[config.mk]
export PLATFORM = sky130hd
export DESIGN_NAME = lsu_req_port
export DESIGN_NICKNAME = d
export VERILOG_FILES = /design/src/common/lsu_pkg.sv /design/src/lsu/lsu_req_port.sv
export VERILOG_INCLUDE_DIRS = /design/src /design/src/common
export SDC_FILE = /design/constraint.sdc
export NUM_CORES = 1
export LEC_CHECK = 0
export ABC_CLOCK_PERIOD_IN_PS = 8980
export BUFFER_PORTS_ARGS = -buffer_cell sky130_fd_sc_hd__buf_2
export CAP_MARGIN = 20
export CELL_PAD_IN_SITES_DETAIL_PLACEMENT = 1
export CELL_PAD_IN_SITES_GLOBAL_PLACEMENT = 1
export CORE_MARGIN = 2
export CORE_UTILIZATION = 37
export CTS_BUF_LIST = sky130_fd_sc_hd__clkbuf_8
export CTS_CLUSTER_SIZE = 8
export DETAILED_ROUTE_END_ITERATION = 8
export PLACE_DENSITY = 0.92
export SLEW_MARGIN = 20
export SYNTH_ARGS = -nofsm -noshare
export SYNTH_HDL_FRONTEND = slang
export SYNTH_SLANG_ARGS = --single-unit
export TNS_END_PERCENT = 20
[constraint.sdc]
create_clock -name clk -period 8.98 [get_ports clk]
set_clock_uncertainty 0.05 [all_clocks]
set_input_delay 1.796 -clock clk [delete_from_list [all_inputs] [get_ports clk]]
set_output_delay 1.796 -clock clk [all_outputs]
set_load 0.02 [all_outputs]
[src/common/lsu_config.svh]
`ifndef LSU_CONFIG_SVH
`define LSU_CONFIG_SVH

//////////////////////////////
// lsu sizing
//////////////////////////////

// byte address width seen by the requester
// 12 bits gives a 4 KiB data space
`define LSU_ADDR_W 12

// ram depth in 32-bit words
// two low address bits select the byte lane
`define LSU_RAM_WORDS (1 << (`LSU_ADDR_W - 2))

// word address width into the ram
`define LSU_WORD_AW (`LSU_ADDR_W - 2)

`endif

[src/common/lsu_pkg.sv]
`include "lsu_config.svh"

package lsu_pkg;

  // access operation
  typedef enum logic {
    OP_LOAD  = 1'b0,
    OP_STORE = 1'b1
  } mem_op_e;

  // access size, code 3 is unused and faults
  typedef enum logic [1:0] {
    SZ_BYTE = 2'd0,
    SZ_HALF = 2'd1,
    SZ_WORD = 2'd2
  } mem_size_e;

  // handshake controller states
  // P_* on the request side, R_* on the response side
  typedef enum logic [2:0] {
    P_IDLE = 3'd0,
    P_BUSY = 3'd1,
    P_DROP = 3'd2,
    R_IDLE = 3'd3,
    R_HOLD = 3'd4,
    R_DONE = 3'd5
  } port_state_e;

  // one access from the requester
  typedef struct packed {
    mem_op_e                op;
    mem_size_e              size;
    logic                   is_signed;
    logic [`LSU_ADDR_W-1:0] addr;
    logic [31:0]            wdata;
  } mem_req_t;

  // access after lane mapping
  typedef struct packed {
    logic                   valid;
    mem_op_e                op;
    mem_size_e              size;
    logic                   is_signed;
    logic                   fault;
    logic [`LSU_WORD_AW-1:0] word_addr;
    logic [1:0]             byte_pos;
    logic [3:0]             be;
    logic [31:0]            lane_data;
  } lane_cmd_t;

  // response back to the requester
  typedef struct packed {
    logic [31:0] rdata;
    logic        fault;
  } mem_rsp_t;

endpackage

[src/lsu/lsu_req_port.sv]
`timescale 1ns/10ps
`include "lsu_config.svh"

module lsu_req_port (
  input  logic              clk,
  input  logic              arst_n,
  input  logic              req_valid,
  input  lsu_pkg::mem_req_t req,
  output logic              req_ack,
  input  logic              rsp_done,
  output logic              issue,
  output lsu_pkg::mem_req_t held_req
);

  lsu_pkg::port_state_e state;

  //////////////////////////////
  // request handshake
  //////////////////////////////

  // idle: wait for req_valid, then capture and ack
  // busy: ack held, waiting on response and req_valid release
  // drop: response finished, only req_valid release left
  always_ff @(posedge clk or negedge arst_n)
  begin
    if (!arst_n)
    begin
      state   <= lsu_pkg::P_IDLE;
      req_ack <= 1'b0;
      issue   <= 1'b0;
    end
    else
    begin
      // issue is a single cycle pulse
      issue <= 1'b0;
      case (state)
        lsu_pkg::P_IDLE:
        begin
          if (req_valid)
          begin
            req_ack <= 1'b1;
            issue   <= 1'b1;
            state   <= lsu_pkg::P_BUSY;
          end
        end
        lsu_pkg::P_BUSY:
        begin
          // both conditions in one cycle releases at once
          if (rsp_done && !req_valid)
          begin
            req_ack <= 1'b0;
            state   <= lsu_pkg::P_IDLE;
          end
          else if (rsp_done)
          begin
            state <= lsu_pkg::P_DROP;
          end
        end
        lsu_pkg::P_DROP:
        begin
          if (!req_valid)
          begin
            req_ack <= 1'b0;
            state   <= lsu_pkg::P_IDLE;
          end
        end
        default:
        begin
          req_ack <= 1'b0;
          state   <= lsu_pkg::P_IDLE;
        end
      endcase
    end
  end

  // request payload, loaded on acceptance only
  always_ff @(posedge clk)
  begin
    if (state == lsu_pkg::P_IDLE && req_valid)
      held_req <= req;
  end

endmodule

Word level (Yosys, flattened, before mapping)
Cells that the tools add are included.
{"block": "classes", "n_mux": 11, "reduce_logical": 6, "eq_ne": 6}
{"cell": "$mux W3", "count": 4}
{"cell": "$pmux W3 S3", "count": 1}
{"cell": "$ne A2 B2 Y1 const B", "count": 3}
{"cell": "$reduce_and A3 Y1", "count": 2}
{"cell": "$mux W1", "count": 5}
{"cell": "$eq A3 B1 Y1 const B", "count": 1}
{"cell": "$eq A3 B2 Y1 const B", "count": 1}
{"cell": "$logic_not A3 Y1", "count": 1}
{"cell": "$ne A3 B3 Y1 const B", "count": 1}
{"cell": "$pmux W1 S3", "count": 1}
{"cell": "$logic_and A1 B1 Y1", "count": 2}
{"cell": "$logic_not A1 Y1", "count": 1}
{"block": "totals", "in_bits": 52, "word_cells": 31, "out_inout_bits": 50, "ff_bits": 53}

Logic depth before layout (Yosys ltp)
Gate-level depths: netlist (run 1).
{"block": "depth", "depth_word": 4, "depth_mapped": 3}

Worst setup path before layout (run 1)
No wires, ideal clock.
{"block": "synth_timing", "kind": "input -> register", "startpoint": "input req_valid", "endpoint": "register held_req[0] in the netlist's numbering, enable pin", "setup_ns": 0.455, "n_path_buf": 0, "path_stages": 2, "t_arrival_ns": 3.900, "path_slack_ns": 4.575, "path_cell_list": "nand2_1 nor2_1"}
{"block": "synth_via", "elab_chain_len": 1}
{"item": "from (decl)", "line": "lsu_req_port.sv:7", "text": "input logic req_valid,"}
{"item": "$logic_and A1 B1 Y1", "line": "lsu_req_port.sv:79", "text": "if (state == lsu_pkg::P_IDLE && req_valid)"}
{"item": "to (signal assigned)", "line": "lsu_req_port.sv:80", "text": "held_req <= req;"}
{"item": "to (decl)", "line": "lsu_req_port.sv:12", "text": "output lsu_pkg::mem_req_t held_req"}
Every way passes these cells.
A chain may end at the register's enable or synchronous reset.

Worst setup path after layout (run 1)
{"block": "layout_timing", "startpoint": "input req_valid", "endpoint": "register held_req[3] in the netlist's numbering, enable pin"}
Same word-level chain as after synthesis.

==> results of run 1 <==
## where the power goes
part | internal [mW] | switching (mW) | leakage, nW
Sequential | 0.301 | 0.00979 | 0.501
Combinational | 0.0337 | 0.0656 | 0.444
Clock | 0.0624 | 0.0741 | 0.0434
Total | 0.397 | 0.149 | 0.988
## critical path: stages
cell and delay, ns:
buf_2 0.11, nand2_1 0.10, nor2_4 0.57, buf_16 0.25
## cells in the final DEF, fill, tap and decap left out
master / instances
a32o_1: 1
buf_2: 101
and2_1: 1
dfrtp_1: 4
maj3_2: 1
clkbuf_8: 6
edfxtp_1: 48
nand2_1: 2
buf_16: 1
nor2_4: 1
clkinvlp_4: 2
a21oi_1: 1
or2b_1: 1
inv_2: 2
mux2i_1: 1
## path summary, 6_finish.rpt
| kind | start | to | slack (ns) |
|---|---|---|---|
| worst max-delay path | req_valid | held_req[3] | 6.10 |
| worst min-delay path | state[1] | state[0] | 0.49 |
| worst max register to register | state[0] | held_req[3] | 7.18 |
| worst min register to register | state[1] | state[0] | 0.49 |
| max in group asynchronous | arst_n | issue | 7.50 |
| min in group asynchronous | arst_n | state[1] | 1.25 |
## stage by stage
step                worst slack [ns]  instance area [µm²]  util (%)
finish                          6.10                 2310      56.6
global route                    6.01                 2310      56.6
CTS                             6.09                 2310      56.6
detailed placement              5.77                 2210      54.2
global placement                5.61                 2190      53.5
floorplan                       4.57                 1610         -
## registers in the layout, indices dropped and copies added (netlist names)
signal,count
held_req,48
issue,1
state,2
req_ack,1
## cell type report
type                            instances  area (µm²)
Sequential cell                        52        1540
Timing Repair Buffer                  102         533
Multi-Input combinational cell          9        68.8
Inverter                                2        7.51
Fill cell                             414        1780
Clock inverter                          2        15.0
Clock buffer                            6        82.6
Tap cell                               50        62.6
## kinds of logic (layout without fill, tap and decap cells)
| family | count (synthesis) | count (layout) | share of synthesized area [%] |
|---|---|---|---|
| flops | 52 | 52 | 95.7 |
| compound gates | 2 | 2 | 0.932 |
| mux | 1 | 1 | 0.622 |
| fa+ha+maj | 1 | 1 | 0.699 |
| buf+inv | 2 | 112 | 0.466 |
| simple gates | 5 | 5 | 1.55 |
## metal layers
layer  GRT usage, %  vias to the layer above
met5              0                        -
met1           14.6                      480
met4           6.41                        0
met2           28.1                       59
li1               -                      460
met3           7.65                        4
==> results by group, run 1 <==
Run status
  • Status: finished clean

Logic synthesis
  • Yosys top cell area share: 89.5%
  • Syn nets: 115
  • EDFF count, synth: 48
  • Post-Syn Area: 0.00161 mm²
  • Yosys reg bits: 52
  • Gate Count Post-Synth: 63
  • Async set-reset flop share out of synthesis: 7.69%
  • Syn. warnings: 0
  • Synth cell count leaders: edfxtp_1 (48), dfrtp_1 (4), inv_2 (2), nand2_1 (2)
  • Synth unique cells: 11
  • Syn Area/Cell: 25.6 µm²
  • Largest area contributor in the netlist: edfxtp_1
  • Top cells by area in the synthesized netlist: edfxtp_1 (90%), dfrtp_1 (6.2%), maj3_2 (0.70%)
  • Sequential share of the synthesized area: 95.7%
  • Most common cell in the netlist: edfxtp_1
  • Primary FF master, synth: edfxtp_1

Drt
  • Vias per inst: 4.50
  • Avg WL per Cell: 16.3 µm
  • Met1 WL: 1140 µm
  • Met3 WL: 428 µm
  • Routed wl met2: 2030 µm
  • DRT Pass-1 Iters: 3
  • Iteration-0 DRC Markers: 56
  • WL final: 3640 µm
  • Uppermost routed layer: met4
  • Antenna-violating nets left: 0
  • Vias: 1,003
  • Post-route DRC: 0

Die
  • Core Rows: 23
  • Initial core utilization: 39.4%
  • Area of the core: 0.00409 mm²
  • Die area: 0.00490 mm²
  • Die Width: 70.0 µm
  • Die Ht: 70.0 µm
  • I/O pins: 102

Worst setup path
  • FF-to-FF path depth: 4
  • CP Data Required Time: 8.94 ns
  • Critical Path Sink Type: register
  • CP Class: in -> reg
  • Startpoint Class: primary input
  • Critical Path AT: 2.84 ns
  • Crit-path max FO: 26

GRT
  • Initial antenna violation count: 0
  • Pin count of the biggest net entering global routing: 27
  • Grt total ovfl: 0
  • Vias in the first global route: 1,103
  • First-pass GRT wire length: 5550 µm
  • GRT Total Usage: 15.5%

Clocking
  • Clock transition at path regs: 0.09 ns
  • CTS max path bufs: 2
  • Root Buffer: clkbuf_8
  • CTS sink cnt: 52
  • Setup bufs post-CTS: 0
  • Hold-fix buffers at CTS: 0
  • Worst-skew pair later-pin latency: 0.29 ns
  • CTS tree: done
  • Post-cts repair resize count: 0
  • H-tree depth: 2
  • Total CTS buffers: 5

Job
  • Total of max-cap violations: 0

Finish
  • Post-Layout Cell Count: 223
  • Layout cell share with drive strength beyond 1: 65.9%
  • Antenna cells: 0
  • Area growth syn-to-layout: 43.5%
  • Final #Nets: 224

STA
  • Fin crit period: 2.88 ns
  • Setup TNS: 0 ns
  • Period Utilization, post-route: 32.1%
  • Worst Tran Pin Value: 0.713 ns
  • Unrepaired setup endpoints after global routing: no
  • Hold Worst Slack: 0.490 ns
  • Setup violations, final: 0
  • Pins over their slew limit: 0
  • Hold Violations, Final: 0
  • Fmax: 347 MHz
  • Worst relative slew slack: 52.4%

Placement
  • HPWL Detailed: 2940 µm
  • GPL Wtd Cong: 0.746
  • Placed Instances: 215
  • I/O Buffers: 101

Worst hold path
  • Worst hold stages: 1
  • HP Class: reg -> reg

Power
  • Peak supply drop: 0.131 mV
  • Leakage power: 0.988 nW
  • Total power: 547 µW
  • PwrDens: 236 mW/mm²
(Power assumes the default switching activity.)
==> run 2, diff against run 1 <==
ABC_AREA = 1   (was default)
ABC_CLOCK_PERIOD_IN_PS = 2500   (was 8980)
CORE_UTILIZATION = 31   (was 37)
PLACE_DENSITY = 0.84   (was 0.92)
clock period = 2.5 ns   (was 8.98 ns; I/O delays follow)
==> results by group, run 2 <==
Clocking
  • Post-cts repair resize count: 0
  • Worst-skew pair later-pin latency: 0.29 ns
  • Total CTS buffers: 5
  • Clock transition at path regs: 0.09 ns
  • Hold-fix buffers at CTS: 1
  • CTS sink cnt: 52
  • CTS tree: done
  • Root Buffer: clkbuf_8
  • Setup bufs post-CTS: 0
  • CTS max path bufs: 2
  • H-tree depth: 2

Logic synthesis
  • EDFF count, synth: 48
  • Syn Area/Cell: 23.7 µm²
  • Top cells by area in the synthesized netlist: edfxtp_1 (89%), dfrtp_1 (6.2%), nand2_1 (1.2%)
  • Async set-reset flop share out of synthesis: 7.69%
  • Gate Count Post-Synth: 68
  • Sequential share of the synthesized area: 95.5%
  • Syn nets: 120
  • Yosys top cell area share: 89.3%
  • Primary FF master, synth: edfxtp_1
  • Syn. warnings: 0
  • Synth unique cells: 9
  • Synth cell count leaders: edfxtp_1 (48), nand2_1 (5), dfrtp_1 (4), inv_1 (4)
  • Largest area contributor in the netlist: edfxtp_1
  • Most common cell in the netlist: edfxtp_1
  • Yosys reg bits: 52
  • Post-Syn Area: 0.00161 mm²

Placement
  • HPWL Detailed: 2790 µm
  • I/O Buffers: 101
  • GPL Wtd Cong: 0.663

Drt
  • WL final: 3510 µm
  • DRT Pass-1 Iters: 2
  • Vias: 1,030
  • Vias per inst: 4.14
  • Iteration-0 DRC Markers: 24
  • Antenna-violating nets left: 0
  • Post-route DRC: 0
  • Avg WL per Cell: 14.1 µm

Die
  • Die area: 0.00580 mm²
  • Area of the core: 0.00507 mm²
  • Die Ht: 76.2 µm
  • Core Rows: 26
  • Initial core utilization: 31.8%
  • I/O pins: 102
  • Die Width: 76.2 µm

GRT
  • Initial antenna violation count: 0
  • First-pass GRT wire length: 5460 µm
  • GRT Total Usage: 12.4%
  • Vias in the first global route: 1,136
  • Pin count of the biggest net entering global routing: 28
  • Grt total ovfl: 0

STA
  • Fmax: 604 MHz
  • Hold Violations, Final: 0
  • Fin crit period: 1.66 ns
  • Worst relative slew slack: 68.5%
  • Setup TNS: 0 ns
  • Worst Tran Pin Value: 0.472 ns
  • Setup violations, final: 0
  • Period Utilization, post-route: 66.2%
  • Pins over their slew limit: 0
  • Unrepaired setup endpoints after global routing: no

Finish
  • Area growth syn-to-layout: 45.3%
  • Antenna cells: 0
  • Filler cells: 559
  • Max reg flops: 48
  • Most flops, register: held_req
  • Layout cell share with drive strength beyond 1: 62.0%
  • Multi-input gate area: 57.6 µm²
  • Register area: 0.00154 mm²
  • Largest registers: held_req x48, state x2
  • Final #Nets: 230
  • Most common cell after layout, fill and taps aside: buf_2
  • Most frequent cells in the layout: buf_2 (101), edfxtp_1 (48), nand2_1 (5), clkbuf_8 (5)

Worst setup path
  • Critical Path Sink Type: register
  • Critical Path AT: 1.60 ns
  • Crit-path max FO: 27
  • Startpoint Class: register
  • CP Class: reg -> reg
  • CP Data Required Time: 2.45 ns
  • FF-to-FF path depth: 4

Power
  • Total power: 2.08 mW
  • Peak supply drop: 0.366 mV
  • PwrDens: 885 mW/mm²
  • Leakage power: 1.01 nW

Worst hold path
  • Worst hold stages: 1
  • HP Class: in -> reg

Job
  • Total of max-cap violations: 0

Run status
  • Status: finished clean
## run 2: metrics by stage
| step | cells | util, % | hold slack [ns] | instance area (µm²) | setup WS [ns] |
|---|---|---|---|---|---|
| 2_1_floorplan | 68 | - | 0.154 | 1610 | 0.482 |
| 3_3_place_gp | 240 | 43.9 | 0.257 | 2230 | 0.812 |
| 3_5_place_dp | 240 | 43.9 | 0.256 | 2230 | 0.777 |
| 4_1_cts | 249 | 46.2 | 0.312 | 2340 | 0.823 |
| 5_1_grt | 249 | 46.2 | 0.305 | 2340 | 0.679 |
| 6_report | 249 | 46.2 | 0.320 | 2340 | 0.845 |
## run 2: area by class of cell
| class | count | area share, % |
|---|---|---|
| inverters | 4 | 0.640 |
| clock inverters | 3 | 1.65 |
| multi-input cells | 12 | 2.45 |
| clock buffers | 5 | 2.93 |
| flip-flops and latches | 52 | 65.7 |
| well taps | 70 | 3.74 |
| repair buffers | 103 | 22.8 |
## run 2: final timing paths
kind	from	end	slack (ns)
worst max-delay path	state[0]	held_req[37]	0.84
worst min-delay path	req[34]	held_req[34]	0.32
max in group asynchronous	arst_n	issue	1.81
worst max register to register	state[0]	held_req[37]	0.84
min in group asynchronous	arst_n	req_ack	0.48
worst min register to register	req_ack	req_ack	0.48
## run 2: logic make-up after synthesis
family                 Yosys count  share of synthesized area [%]
DFF                             52                           95.5
AOI/OAI and AO/OA                3                          0.930
and+or+nand+nor                  9                           2.64
buffers and inverters            4                          0.930
## run 2: metal layers
layer	wire, µm	vias to the layer above	GRT usage (%)
met5	0	-	0
met4	32	0	3.82
met3	364	7	6.16
met2	1900	64	23.7
met1	1210	483	11.5
li1	-	476	-
## run 2: worst max-delay path: stages (launching register included)
cell     delay (ns)
dfrtp_1        0.44
nor2_1         0.15
nand2_1        0.09
inv_2          0.36
buf_12         0.25
## run 2: report_power, final
group,switching (mW),internal [mW]
combinational,0.269,0.123
sequential,0.0382,1.10
clock,0.249,0.293
total,0.557,1.52
