$ cat src/common/lsu_config.svh
`ifndef LSU_CONFIG_SVH
`define LSU_CONFIG_SVH

//////////////////////////////
// lsu sizing
//////////////////////////////

// byte address width seen by the requester
// 12 bits gives a 4 KiB data space
`define LSU_ADDR_W 12

// ram depth in 32-bit words
// two low address bits select the byte lane
`define LSU_RAM_WORDS (1 << (`LSU_ADDR_W - 2))

// word address width into the ram
`define LSU_WORD_AW (`LSU_ADDR_W - 2)

`endif

$ cat src/common/lsu_pkg.sv
`include "lsu_config.svh"

package lsu_pkg;

  // access operation
  typedef enum logic {
    OP_LOAD  = 1'b0,
    OP_STORE = 1'b1
  } mem_op_e;

  // access size, code 3 is unused and faults
  typedef enum logic [1:0] {
    SZ_BYTE = 2'd0,
    SZ_HALF = 2'd1,
    SZ_WORD = 2'd2
  } mem_size_e;

  // handshake controller states
  // P_* on the request side, R_* on the response side
  typedef enum logic [2:0] {
    P_IDLE = 3'd0,
    P_BUSY = 3'd1,
    P_DROP = 3'd2,
    R_IDLE = 3'd3,
    R_HOLD = 3'd4,
    R_DONE = 3'd5
  } port_state_e;

  // one access from the requester
  typedef struct packed {
    mem_op_e                op;
    mem_size_e              size;
    logic                   is_signed;
    logic [`LSU_ADDR_W-1:0] addr;
    logic [31:0]            wdata;
  } mem_req_t;

  // access after lane mapping
  typedef struct packed {
    logic                   valid;
    mem_op_e                op;
    mem_size_e              size;
    logic                   is_signed;
    logic                   fault;
    logic [`LSU_WORD_AW-1:0] word_addr;
    logic [1:0]             byte_pos;
    logic [3:0]             be;
    logic [31:0]            lane_data;
  } lane_cmd_t;

  // response back to the requester
  typedef struct packed {
    logic [31:0] rdata;
    logic        fault;
  } mem_rsp_t;

endpackage

$ cat src/lsu/lsu_lane_align.sv
`timescale 1ns/10ps
`include "lsu_config.svh"

module lsu_lane_align (
  input  logic                    clk,
  input  logic                    arst_n,
  input  logic                    issue,
  input  lsu_pkg::mem_req_t       held_req,
  output lsu_pkg::lane_cmd_t      cmd,
  output logic [3:0]              ram_we,
  output logic [`LSU_WORD_AW-1:0] ram_addr,
  output logic [31:0]             ram_wdata
);

  logic        misalign;
  logic [3:0]  be_n;
  logic [31:0] lane_n;

  //////////////////////////////
  // alignment and lane mapping
  //////////////////////////////

  always_comb
  begin
    misalign = 1'b0;
    be_n     = 4'b0000;
    lane_n   = held_req.wdata;
    case (held_req.size)
      lsu_pkg::SZ_BYTE:
      begin
        // one lane, picked by addr[1:0]
        be_n   = 4'b0001 << held_req.addr[1:0];
        lane_n = {4{held_req.wdata[7:0]}};
      end
      lsu_pkg::SZ_HALF:
      begin
        // odd address faults
        misalign = held_req.addr[0];
        be_n     = held_req.addr[1] ? 4'b1100 : 4'b0011;
        lane_n   = {2{held_req.wdata[15:0]}};
      end
      lsu_pkg::SZ_WORD:
      begin
        misalign = |held_req.addr[1:0];
        be_n     = 4'b1111;
      end
      default:
      begin
        // size code 3 has no meaning, treat as fault
        misalign = 1'b1;
      end
    endcase
  end

  //////////////////////////////
  // registered lane command
  //////////////////////////////

  // valid pulses one cycle after issue
  // payload fields only move on issue
  always_ff @(posedge clk or negedge arst_n)
  begin
    if (!arst_n)
    begin
      cmd <= '0;
    end
    else
    begin
      cmd.valid <= issue;
      if (issue)
      begin
        cmd.op        <= held_req.op;
        cmd.size      <= held_req.size;
        cmd.is_signed <= held_req.is_signed;
        cmd.fault     <= misalign;
        cmd.word_addr <= held_req.addr[`LSU_ADDR_W-1:2];
        cmd.byte_pos  <= held_req.addr[1:0];
        cmd.be        <= be_n;
        cmd.lane_data <= lane_n;
      end
    end
  end

  // ram strobe only for a valid, aligned store
  assign ram_we    = (cmd.valid && cmd.op == lsu_pkg::OP_STORE && !cmd.fault) ? cmd.be : 4'b0000;
  assign ram_addr  = cmd.word_addr;
  assign ram_wdata = cmd.lane_data;

endmodule

$ cat config.mk
export PLATFORM = sky130hd
export DESIGN_NAME = lsu_lane_align
export DESIGN_NICKNAME = d
export VERILOG_FILES = /design/src/common/lsu_pkg.sv /design/src/lsu/lsu_lane_align.sv
export VERILOG_INCLUDE_DIRS = /design/src /design/src/common
export SDC_FILE = /design/constraint.sdc
export NUM_CORES = 1
export LEC_CHECK = 0
export BUFFER_PORTS_ARGS = -buffer_cell sky130_fd_sc_hd__buf_4
export CAP_MARGIN = 15
export CELL_PAD_IN_SITES_DETAIL_PLACEMENT = 1
export CELL_PAD_IN_SITES_GLOBAL_PLACEMENT = 1
export CORE_UTILIZATION = 35
export CTS_CLUSTER_DIAMETER = 40
export DETAILED_ROUTE_END_ITERATION = 8
export MAX_ROUTING_LAYER = met4
export PLACE_DENSITY_LB_ADDON = 0.25
export SYNTH_ARGS = -nofsm -noshare
export SYNTH_HDL_FRONTEND = slang
export SYNTH_SLANG_ARGS = --single-unit
$ cat constraint.sdc
create_clock -name clk -period 1.9 [get_ports clk]
set_input_delay 0.285 -clock clk [delete_from_list [all_inputs] [get_ports clk]]
set_output_delay 0.285 -clock clk [all_outputs]
set_load 0.02 [all_outputs]
# Word-level counts from Yosys, hierarchy flattened

Cells that the tools add are included.
Widths: inputs -> output; s select.

Register bits after elaboration: 54
Output and inout bits: 100

Equal/unequal tests: 2
Shift operators: 1
Mux-type cells: 5
Reductions and logical operators: 5

Operator list:

| operator            | count |
|---|---|
| $pmux 32 s2         | 1 |
| $pmux 4 s3          | 1 |
| $mux 4              | 2 |
| $shl 1x2->4 const A | 1 |
| $pmux 1 s3          | 1 |
| $eq 2x1->1 const B  | 1 |
| $eq 2x2->1 const B  | 1 |
| $logic_and 1x1->1   | 2 |
| $logic_not 2->1     | 1 |
| $reduce_or 2->1     | 1 |
| $logic_not 1->1     | 1 |

# Longest topological paths before layout

Gate-level depths: netlist (run 1).

Depth in word-level cells: 3
Mapped depth: 5
Mapped depth without buffers: 3

# Worst setup path before layout (run 1)

No wires, ideal clock.

Path kind: reg2out
Start point: register cmd[52] (netlist name)
End point: output ram_we[0]
Data arrival time: 889 ps
Data required time: 1,615 ps
Path slack: 726 ps
Cell stages (with the launch flop): 4
Buffers on the path: 0
Cell sequence: dfrtp_1 -> nand2_1 -> nor2_1 -> and2_1

Cells in the longest elaborated chain, start to end: 3

Ends and longest elaborated chain:

| element                        | line                 | text |
|---|---|---|
| start, declared                | lsu_lane_align.sv:9  | `output lsu_pkg::lane_cmd_t cmd,` |
| $logic_and 1x1->1 (2 in a row) | lsu_lane_align.sv:85 | `assign ram_we = (cmd.valid && cmd.op == lsu_pkg::OP_STORE && !cmd.fault) ? cmd.be : 4'b0000;` |
| $mux 4                         | lsu_lane_align.sv:85 |  |
| end, declared                  | lsu_lane_align.sv:10 | `output logic [3:0] ram_we,` |

Every way passes these cells.

# Worst setup path after layout (run 1)

Start point: register cmd[48] (netlist name)
End point: output ram_we[1]

Cells in the longest elaborated chain, start to end: 3

Ends and longest elaborated chain:

| element           | line |
|---|---|
| $logic_not 1->1   | lsu_lane_align.sv:85 |
| $logic_and 1x1->1 | lsu_lane_align.sv:85 |
| $mux 4            | lsu_lane_align.sv:85 |

Every way passes these cells.

==> results of run 1 <==
-- routing by layer --
layer | vias to the layer above | GRT usage | routed length (um)
met2 | 83 | 0.306 | 3740
met4 | 0 | 0.0390 | 58
li1 | 979 | - | -
met1 | 1053 | 0.218 | 2930
met5 | - | - | 0
met3 | 8 | 0.0362 | 371
-- state kept, by name, summed over array words and instances (netlist names) --
register and cells:
cmd 12, ram_wdata 32, ram_addr 10
-- cell families (layout without fill, tap and decap cells) --
| kind of cell | count (synthesis) | after routing | share of synthesized area |
|---|---|---|---|
| muxes | 48 | 48 | 0.185 |
| buffers and inverters | 56 | 162 | 0.154 |
| and+or+nand+nor | 41 | 41 | 0.0822 |
| DFF | 54 | 54 | 0.490 |
| AOI/OAI and AO/OA | 39 | 39 | 0.0876 |
-- worst max-delay path: cells and delay by family, from the launching register on --
| family | cells | cell delay (ps) |
|---|---|---|
| buffers and inverters | 1 | 140 |
| DFF | 1 | 410 |
| and+or+nand+nor | 2 | 350 |
-- stage by stage --
step	instances	hold slack [ps]	area, sq um
4_1_cts	443	46.4	3760
3_3_place_gp	435	387	3620
3_5_place_dp	435	391	3620
2_1_floorplan	238	-10.6	2760
5_1_grt	443	79.3	3760
6_report	443	1.44	3760
-- power by group through the flow --
| stage | combinational [W] | sequential (W) | clock (W) |
|---|---|---|---|
| after CTS | 0.00102 | 0.00137 | 0.000977 |
| final | 0.00100 | 0.00137 | 0.000940 |
| after floorplan | 0.000491 | 0.00152 | 0 |
| after detailed placement | 0.00101 | 0.00139 | 0 |
| after global placement | 0.000992 | 0.00139 | 0 |
| after global routing | 0.00106 | 0.00139 | 0.00101 |
-- worst min path at each step --
stage,startpoint,endpoint,slack (ps)
after floorplan,arst_n,cmd[32],-10
after global placement,arst_n,ram_wdata[20],390
after detailed placement,arst_n,ram_wdata[20],390
after CTS,arst_n,ram_wdata[20],50
after global routing,arst_n,ram_wdata[20],80
final,arst_n,ram_wdata[20],1
-- area by class of cell --
class	instances	area [sq um]
Timing Repair Buffer	154	1170
Fill cell	868	3680
Sequential cell	54	1350
Multi-Input combinational cell	128	978
Clock buffer	6	82.6
Clock inverter	2	60.1
Tap cell	99	124
-- Yosys cell counts, types with 2 or more instances --
library cell | count | area share
a21oi_1 | 17 | 0.031
a31oi_1 | 8 | 0.018
and2_1 | 4 | 0.0091
buf_2 | 6 | 0.011
buf_4 | 47 | 0.13
buf_6 | 2 | 0.0082
dfrtp_1 | 54 | 0.49
mux2_2 | 24 | 0.098
mux2i_1 | 24 | 0.087
nand2b_1 | 2 | 0.0045
nor2_1 | 21 | 0.029
nor2b_1 | 11 | 0.025
o21ai_0 | 8 | 0.015
o221a_2 | 2 | 0.0082
==> results.toml, run 1 <==
[timing]
relSlewSlack = 0.527
period_share = 0.782
slew_viol_final = 0
rsz0062_at_grt = "false"
setup_ws_ps = 414
finClkSkew_ps = 0
min_period_ps = 1490
max_freq_mhz = 673
tns_ps = 0
hold_viol = 0
setup_viol = 0
tightest_slew_ps = 709

[critical_path]
critPathKind = "reg -> out"
worstPathArrival_ps = 1200
critPathMaxFanout = 4
crit_slowest_cell = "dfrtp_1"
max_stage_delay_ps = 410
r2r_end = "ram_wdata[28]"
cp_cell_sequence = "nor2_1 -> and2_1 -> buf_4"
reg2reg_from = "ram_wdata[28]"
crit_end = "ram_we[1]"
critPathLaunch = "cmd[48]"
crit_required_ps = 1620
rr_worst_depth = 3
cp-end-kind = "primary output"
ff2ff_setup_slack_ps = 930
cp-start-kind = "flop"

[pwr]
seq_power_share = 0.414
sw_frac_of_total = 0.307
power.leakage_nw = 1.82
pwr-share-comb = 0.302
power_density_nw_per_um2 = 879
power_w = 0.00331
ir_drop_v = 0.000399
power_switching_w = 0.00101
internal_power_w = 0.00229
clkPwrFrac = 0.284

[cts]
ctsHoldBuffers = 0
numCtsBuffers = 5
clockBufferDepth = 2
clk_pin_slew_ps = 100
cts_setup_buffers = 0
clk_latency_ps = 300
htreeDepth = 2
cts_resized = 0
cts_tree = "built"
cts_root_buf = "clkbuf_8"
clkSinkCount = 54

[layout]
final_util = 0.506
num_antenna_cells = 0
most-common-layout-cells = "buf_4, dfrtp_1, mux2i_1, mux2_2, nor2_1"
drive_gt1_frac = 0.561
mostFrequentLayoutCell = "buf_4"
syn_to_final_growth_pct = 36.6
nets = 394

[logic_synthesis]
syn-num-nets = 289
yosysUniqueCellTypes = 22
syn_avg_cell_area_sq_um = 11.6
postSynthCellCount = 238
synth-main-ff-cell = "dfrtp_1"
synth_area_sq_um = 2760
ys_seq_area_frac = 0.490
async_flop_share = 1.00
synth-edff-count = 0
ys_seq_elements = 54
ys_warn_count = 0

[placement]
dpl_worst_slack_ps = 467
place_congestion = 0.741
hpwl_mm = 5.17
port_buffers = 150

[grt]
gr-total-overflow = 0
grt_max_degree = 55
grt.total_usage = 0.179
grt_pass1_wl_mm = 11.5
first_global_vias = 2269
antenna_found_initial = 0

[die]
die_w_um = 90.7
num_io_pins = 151
die_h_um = 90.7
die_area_sq_um = 8230
core-area_sq_um = 7450
start_util = 0.370
fp-row-count = 31

[routing]
num_vias = 2123
drt_pass1_iterations = 4
wl_per_cell_um = 16.0
avgViaCountPerCell = 4.79
initialDrtViolationCount = 37
wirelength_mm = 7.10
postRouteAntennaNets = 0
drc_errors = 0

[worst_hold_path]
hold_class = "in -> async"

[run_status]
status = "finished, final reports clean"

[run]
max-cap-violations = 0
Power figures use the tool's default switching activity.
==> run 2, diff against run 1 <==
- CORE_UTILIZATION: 35 -> 30
- clock period: 1.9 -> 1.3 ns (I/O delays scaled with it)
==> run 2 against run 1 <==
Effect of this change: the flow now finishes with violations (DRC, setup timing); register-to-register slack worse by 570 ps; via count about the same; critical path depth stayed put; final cell count grew 3.4%; flip-flop and latch count unchanged; worst setup slack got worse by 460 ps; total power is 41% higher; sequential share of layout area shrank 0.82 points; design area grew 2.3%; sequential power is 47% higher; utilization down 6.8 points; clock-buffer cell count down 1; critical path type unchanged; highest routed layer unchanged.
==> results.toml, run 2 (synthesized netlist as in run 1, its figures left out) <==
[worst_hold_path]
hp-start = "held_req[40]"
hold_class = "in -> reg"
min_to = "ram_addr[6]"
holdPathStages = 2

[timing]
relSlewSlack = 0.773
min_period_ps = 1340
slew_viol_final = 0
setup_ws_ps = -43.7
max_freq_mhz = 744
hold_viol = 0
finClkSkew_ps = 0
rsz0062_at_grt = "true"
setup_viol = 4
tightest_slew_ps = 340
period_share = 1.03
tns_ps = -165

[layout]
syn_to_final_growth_pct = 39.8
largest_reg_flops = 32
num_antenna_cells = 0
drive_gt1_frac = 0.580
most-common-layout-cells = "buf_4, dfrtp_1, mux2i_1, mux2_2, nor2_1"
stdcell_area_sq_um = 3850
n_fill_cell = 994
nets = 400
mostFrequentLayoutCell = "buf_4"

[routing]
avgViaCountPerCell = 4.63
num_vias = 2122
drc_errors = 20
wirelength_mm = 7.11
initialDrtViolationCount = 78
drt_pass1_iterations = 6
wl_per_cell_um = 15.5
postRouteAntennaNets = 0

[pwr]
clkPwrFrac = 0.247
power_density_nw_per_um2 = 1210
pwr-share-comb = 0.322
seq_power_share = 0.431
power.leakage_nw = 1.84
power_switching_w = 0.00151
internal_power_w = 0.00314
sw_frac_of_total = 0.325
ir_drop_v = 0.000507

[critical_path]
cp-end-kind = "primary output"
reg2reg_from = "ram_wdata[25]"
cp-start-kind = "flop"
crit_slowest_cell = "dfrtp_1"
worstPathArrival_ps = 1150
critPathMaxFanout = 4
ff2ff_setup_slack_ps = 360
max_stage_delay_ps = 440
crit_required_ps = 1110
r2r_end = "ram_wdata[25]"
rr_worst_depth = 3
critPathKind = "reg -> out"
cp_cell_sequence = "nor2_4 -> and2_4 -> buf_6"

[cts]
clkSinkCount = 54
htreeDepth = 2
cts_tree = "built"
numCtsBuffers = 5
clockBufferDepth = 2
clk_latency_ps = 300
cts_root_buf = "clkbuf_8"
clk_pin_slew_ps = 110

[die]
num_io_pins = 151
die_w_um = 97.8
start_util = 0.313
fp-row-count = 34
core-area_sq_um = 8810
die_h_um = 97.8
die_area_sq_um = 9570

[grt]
grt_max_degree = 55
grt_pass1_wl_mm = 11.3
gr-total-overflow = 0
first_global_vias = 2139
grt.total_usage = 0.154
antenna_found_initial = 0

[placement]
place_congestion = 0.659
hpwl_mm = 5.21
port_buffers = 150
placed_area_sq_um = 3670

[run_status]
failed_checks = "DRC, setup timing"
status = "finished with violations"

[run]
max-cap-violations = 0
-- run 2: changes by cell type in the layout (fill, tap and decap cells not counted), moves of 2 or more --
| cell | previous run | this run |
|---|---|---|
| and2_1 | 4 | 0 |
| buf_12 | 1 | 3 |
| buf_6 | 0 | 4 |
| and2_4 | 0 | 4 |
| clkinvlp_4 | 0 | 2 |
-- run 2: power groups by stage --
stage / clock [W] / combinational (W) / sequential (W)
3_3_place_gp: 0 / 0.00147 / 0.00203
5_1_grt: 0.00127 / 0.00159 / 0.00204
2_1_floorplan: 0 / 0.000718 / 0.00223
6_report: 0.00115 / 0.00150 / 0.00201
4_1_cts: 0.00120 / 0.00151 / 0.00201
3_5_place_dp: 0 / 0.00149 / 0.00204
-- run 2: stage by stage --
step / total power, W / util / worst slack [ps] / hold slack (ps) / instances
after floorplan: 0.00294 / - / 216 / -101 / 238
after global placement: 0.00350 / 0.417 / 219 / 207 / 446
after detailed placement: 0.00353 / 0.417 / 152 / 207 / 446
after CTS: 0.00472 / 0.435 / -63.8 / 91.0 / 458
after global routing: 0.00489 / 0.437 / -99.6 / 96.4 / 458
final: 0.00465 / 0.437 / -43.7 / 105 / 458
-- run 2: layer usage --
layer,global-route usage,vias up,share of wire
met3,0.0315,4,0.071
met5,-,-,0
li1,-,991,-
met4,0.0315,0,0.0056
met1,0.207,1030,0.45
met2,0.239,97,0.47
-- run 2: layout make-up --
type	count	area [sq um]	area share
well taps	108	135	0.0351
clock inverters	3	45.0	0.0117
flip-flops and latches	54	1350	0.351
repair buffers	160	1260	0.326
clock buffers	5	68.8	0.0179
multi-input cells	128	996	0.259
-- run 2: critical path: cells and delay by family (launching register included) --
| family | cells | cell delay, ps |
|---|---|---|
| buffers and inverters | 1 | 110 |
| DFF | 1 | 440 |
| and+or+nand+nor | 2 | 300 |
-- run 2: how the worst max path moves through the flow --
stage	startpoint	end	slack [ps]	depth (start not counted)
2_1_floorplan	cmd[52]	ram_we[0]	220	3
3_3_place_gp	held_req[45]	ram_wdata[12]	220	4
3_5_place_dp	held_req[46]	ram_wdata[25]	150	4
4_1_cts	cmd[53]	ram_we[1]	-60	4
5_1_grt	cmd[48]	ram_we[1]	-100	3
6_report	cmd[48]	ram_we[1]	-40	3
-- run 2: timing repair --
item | 4_1_cts | 5_1_grt
hold endpoints to repair | 54 | 0
buffers inserted | 3 | 0
setup endpoints to repair | 4 | 4
hold buffers | 1 | 0
pin swaps | 1 | 3
gates resized for setup | 4 | 6
==> run 3, diff against run 2 <==
- SETUP_SLACK_MARGIN: not set -> 0.1
==> run 3 against run 2 <==
Effect of this change: non-clock buffer count is 1 higher; first-iteration DRC count shrank 13%; critical path depth stayed put; register-to-register slack got worse by 40 ps; sequential share of layout area down 0.19 points; the run still ends with DRC, setup timing left; highest routed layer unchanged; routed wire length rose by 0.83%; worst setup slack worse by 3.7 ps.
==> results.toml, run 3 (synthesized netlist as in run 1, its figures left out) <==
[cts]
numCtsBuffers = 5
cts_root_buf = "clkbuf_8"
htreeDepth = 2
clockBufferDepth = 2
clkSinkCount = 54
cts_tree = "built"
clk_latency_ps = 300
clk_pin_slew_ps = 110

[critical_path]
reg2reg_from = "cmd[48]"
worstPathArrival_ps = 1150
rr_worst_depth = 4
cp-end-kind = "primary output"
critPathMaxFanout = 2
critPathLaunch = "cmd[48]"
crit_required_ps = 1110
cp-start-kind = "flop"
critPathKind = "reg -> out"

[grt]
antenna_found_initial = 0
gr-total-overflow = 0
use_met3 = 0.0315
grtUsageMet1 = 0.207
grt.total_usage = 0.154
first_global_vias = 2139
grt_max_degree = 55
use_met2 = 0.239
grt_pass1_wl_mm = 11.3
grt_busiest_layer = "met2"

[timing]
finClkSkew_ps = 0
period_share = 1.04
relSlewSlack = 0.775
min_period_ps = 1350
rsz0062_at_grt = "true"
setup_ws_ps = -47.4
slew_viol_final = 0
setup_viol = 5
fin_hold_ws_ps = 103
max_freq_mhz = 742
hold_viol = 0
tightest_slew_ps = 338
tns_ps = -183

[die]
core-area_sq_um = 8810
die_w_um = 97.8
num_io_pins = 151
die_area_sq_um = 9570
start_util = 0.313
fp-row-count = 34
die_h_um = 97.8

[worst_hold_path]
holdPathStages = 2
hold_class = "in -> reg"
hp-start = "held_req[40]"

[layout]
seq_area_sq_um = 1350
syn_to_final_growth_pct = 40.6
mostFrequentLayoutCell = "buf_4"
nets = 401
num_antenna_cells = 0
drive_gt1_frac = 0.584
multi_input_area_sq_um = 998
most-common-layout-cells = "buf_4, dfrtp_1, mux2i_1, mux2_2, nor2_1"
n_fill_cell = 997
largest_reg_flops = 32

[routing]
drt_pass1_iterations = 6
wl_per_cell_um = 15.6
num_vias = 2133
initialDrtViolationCount = 68
postRouteAntennaNets = 0
wirelength_mm = 7.17
avgViaCountPerCell = 4.65
drc_errors = 20

[pwr]
ir_drop_v = 0.000507
power_w = 0.00467
power.leakage_nw = 1.85
power_density_nw_per_um2 = 1210

[placement]
hpwl_mm = 5.21
port_buffers = 150
place_congestion = 0.659

[run]
max-cap-violations = 0

[run_status]
status = "finished with violations"
failed_checks = "DRC, setup timing"
-- run 3: where the power goes --
group          switching (W)  internal (W)  leakage, nW  total [W]
registers           0.000152       0.00186        0.625    0.00201
clock network       0.000581      0.000574       0.0504    0.00116
logic               0.000790      0.000719         1.18    0.00151
total                0.00152       0.00315         1.85    0.00467
-- run 3: path summary, 6_finish.rpt --
kind	endpoint	slack, ps
worst max-delay path	cmd[48]	-50
worst min-delay path	ram_addr[6]	100
worst max register to register	cmd[48]	320
worst min register to register	cmd[51]	520
max in group asynchronous	ram_wdata[14]	630
min in group asynchronous	ram_addr[0]	390
-- run 3: per-stage QoR --
stage,utilization,cells,cell area [sq um],setup WS (ps)
2_1_floorplan,-,238,2760,216
6_report,0.440,459,3870,-47.4
3_3_place_gp,0.417,446,3670,219
3_5_place_dp,0.417,446,3670,152
5_1_grt,0.440,459,3870,-110
4_1_cts,0.435,458,3830,-63.8
-- run 3: critical path, stage by stage, from the launching register on --
cell and delay, ps:
dfrtp_1 430, buf_4 160, buf_6 110, buf_4 150
-- run 3: per-layer routing --
layer,share of wire,wire length (um),vias up
met1,0.44,3180,1038
met4,0.0033,24,0
met3,0.074,533,2
met5,0,0,-
li1,-,-,993
met2,0.48,3430,100
-- run 3: timing repair --
item                                    in CTS  in global routing
pin swaps                                    1                  3
setup buffers                                3                  1
endpoints found under the hold margin       54                  0
endpoints found under the setup margin       4                  7
cloned                                       0                  0
hold buffers                                 1                  0
resized for setup                            4                 10
-- run 3: final cells by class --
| type | count | area share |
|---|---|---|
| flip-flops and latches | 54 | 0.349 |
| repair buffers | 161 | 0.329 |
| multi-input cells | 128 | 0.258 |
| well taps | 108 | 0.0349 |
| clock buffers | 5 | 0.0178 |
| clock inverters | 3 | 0.0116 |
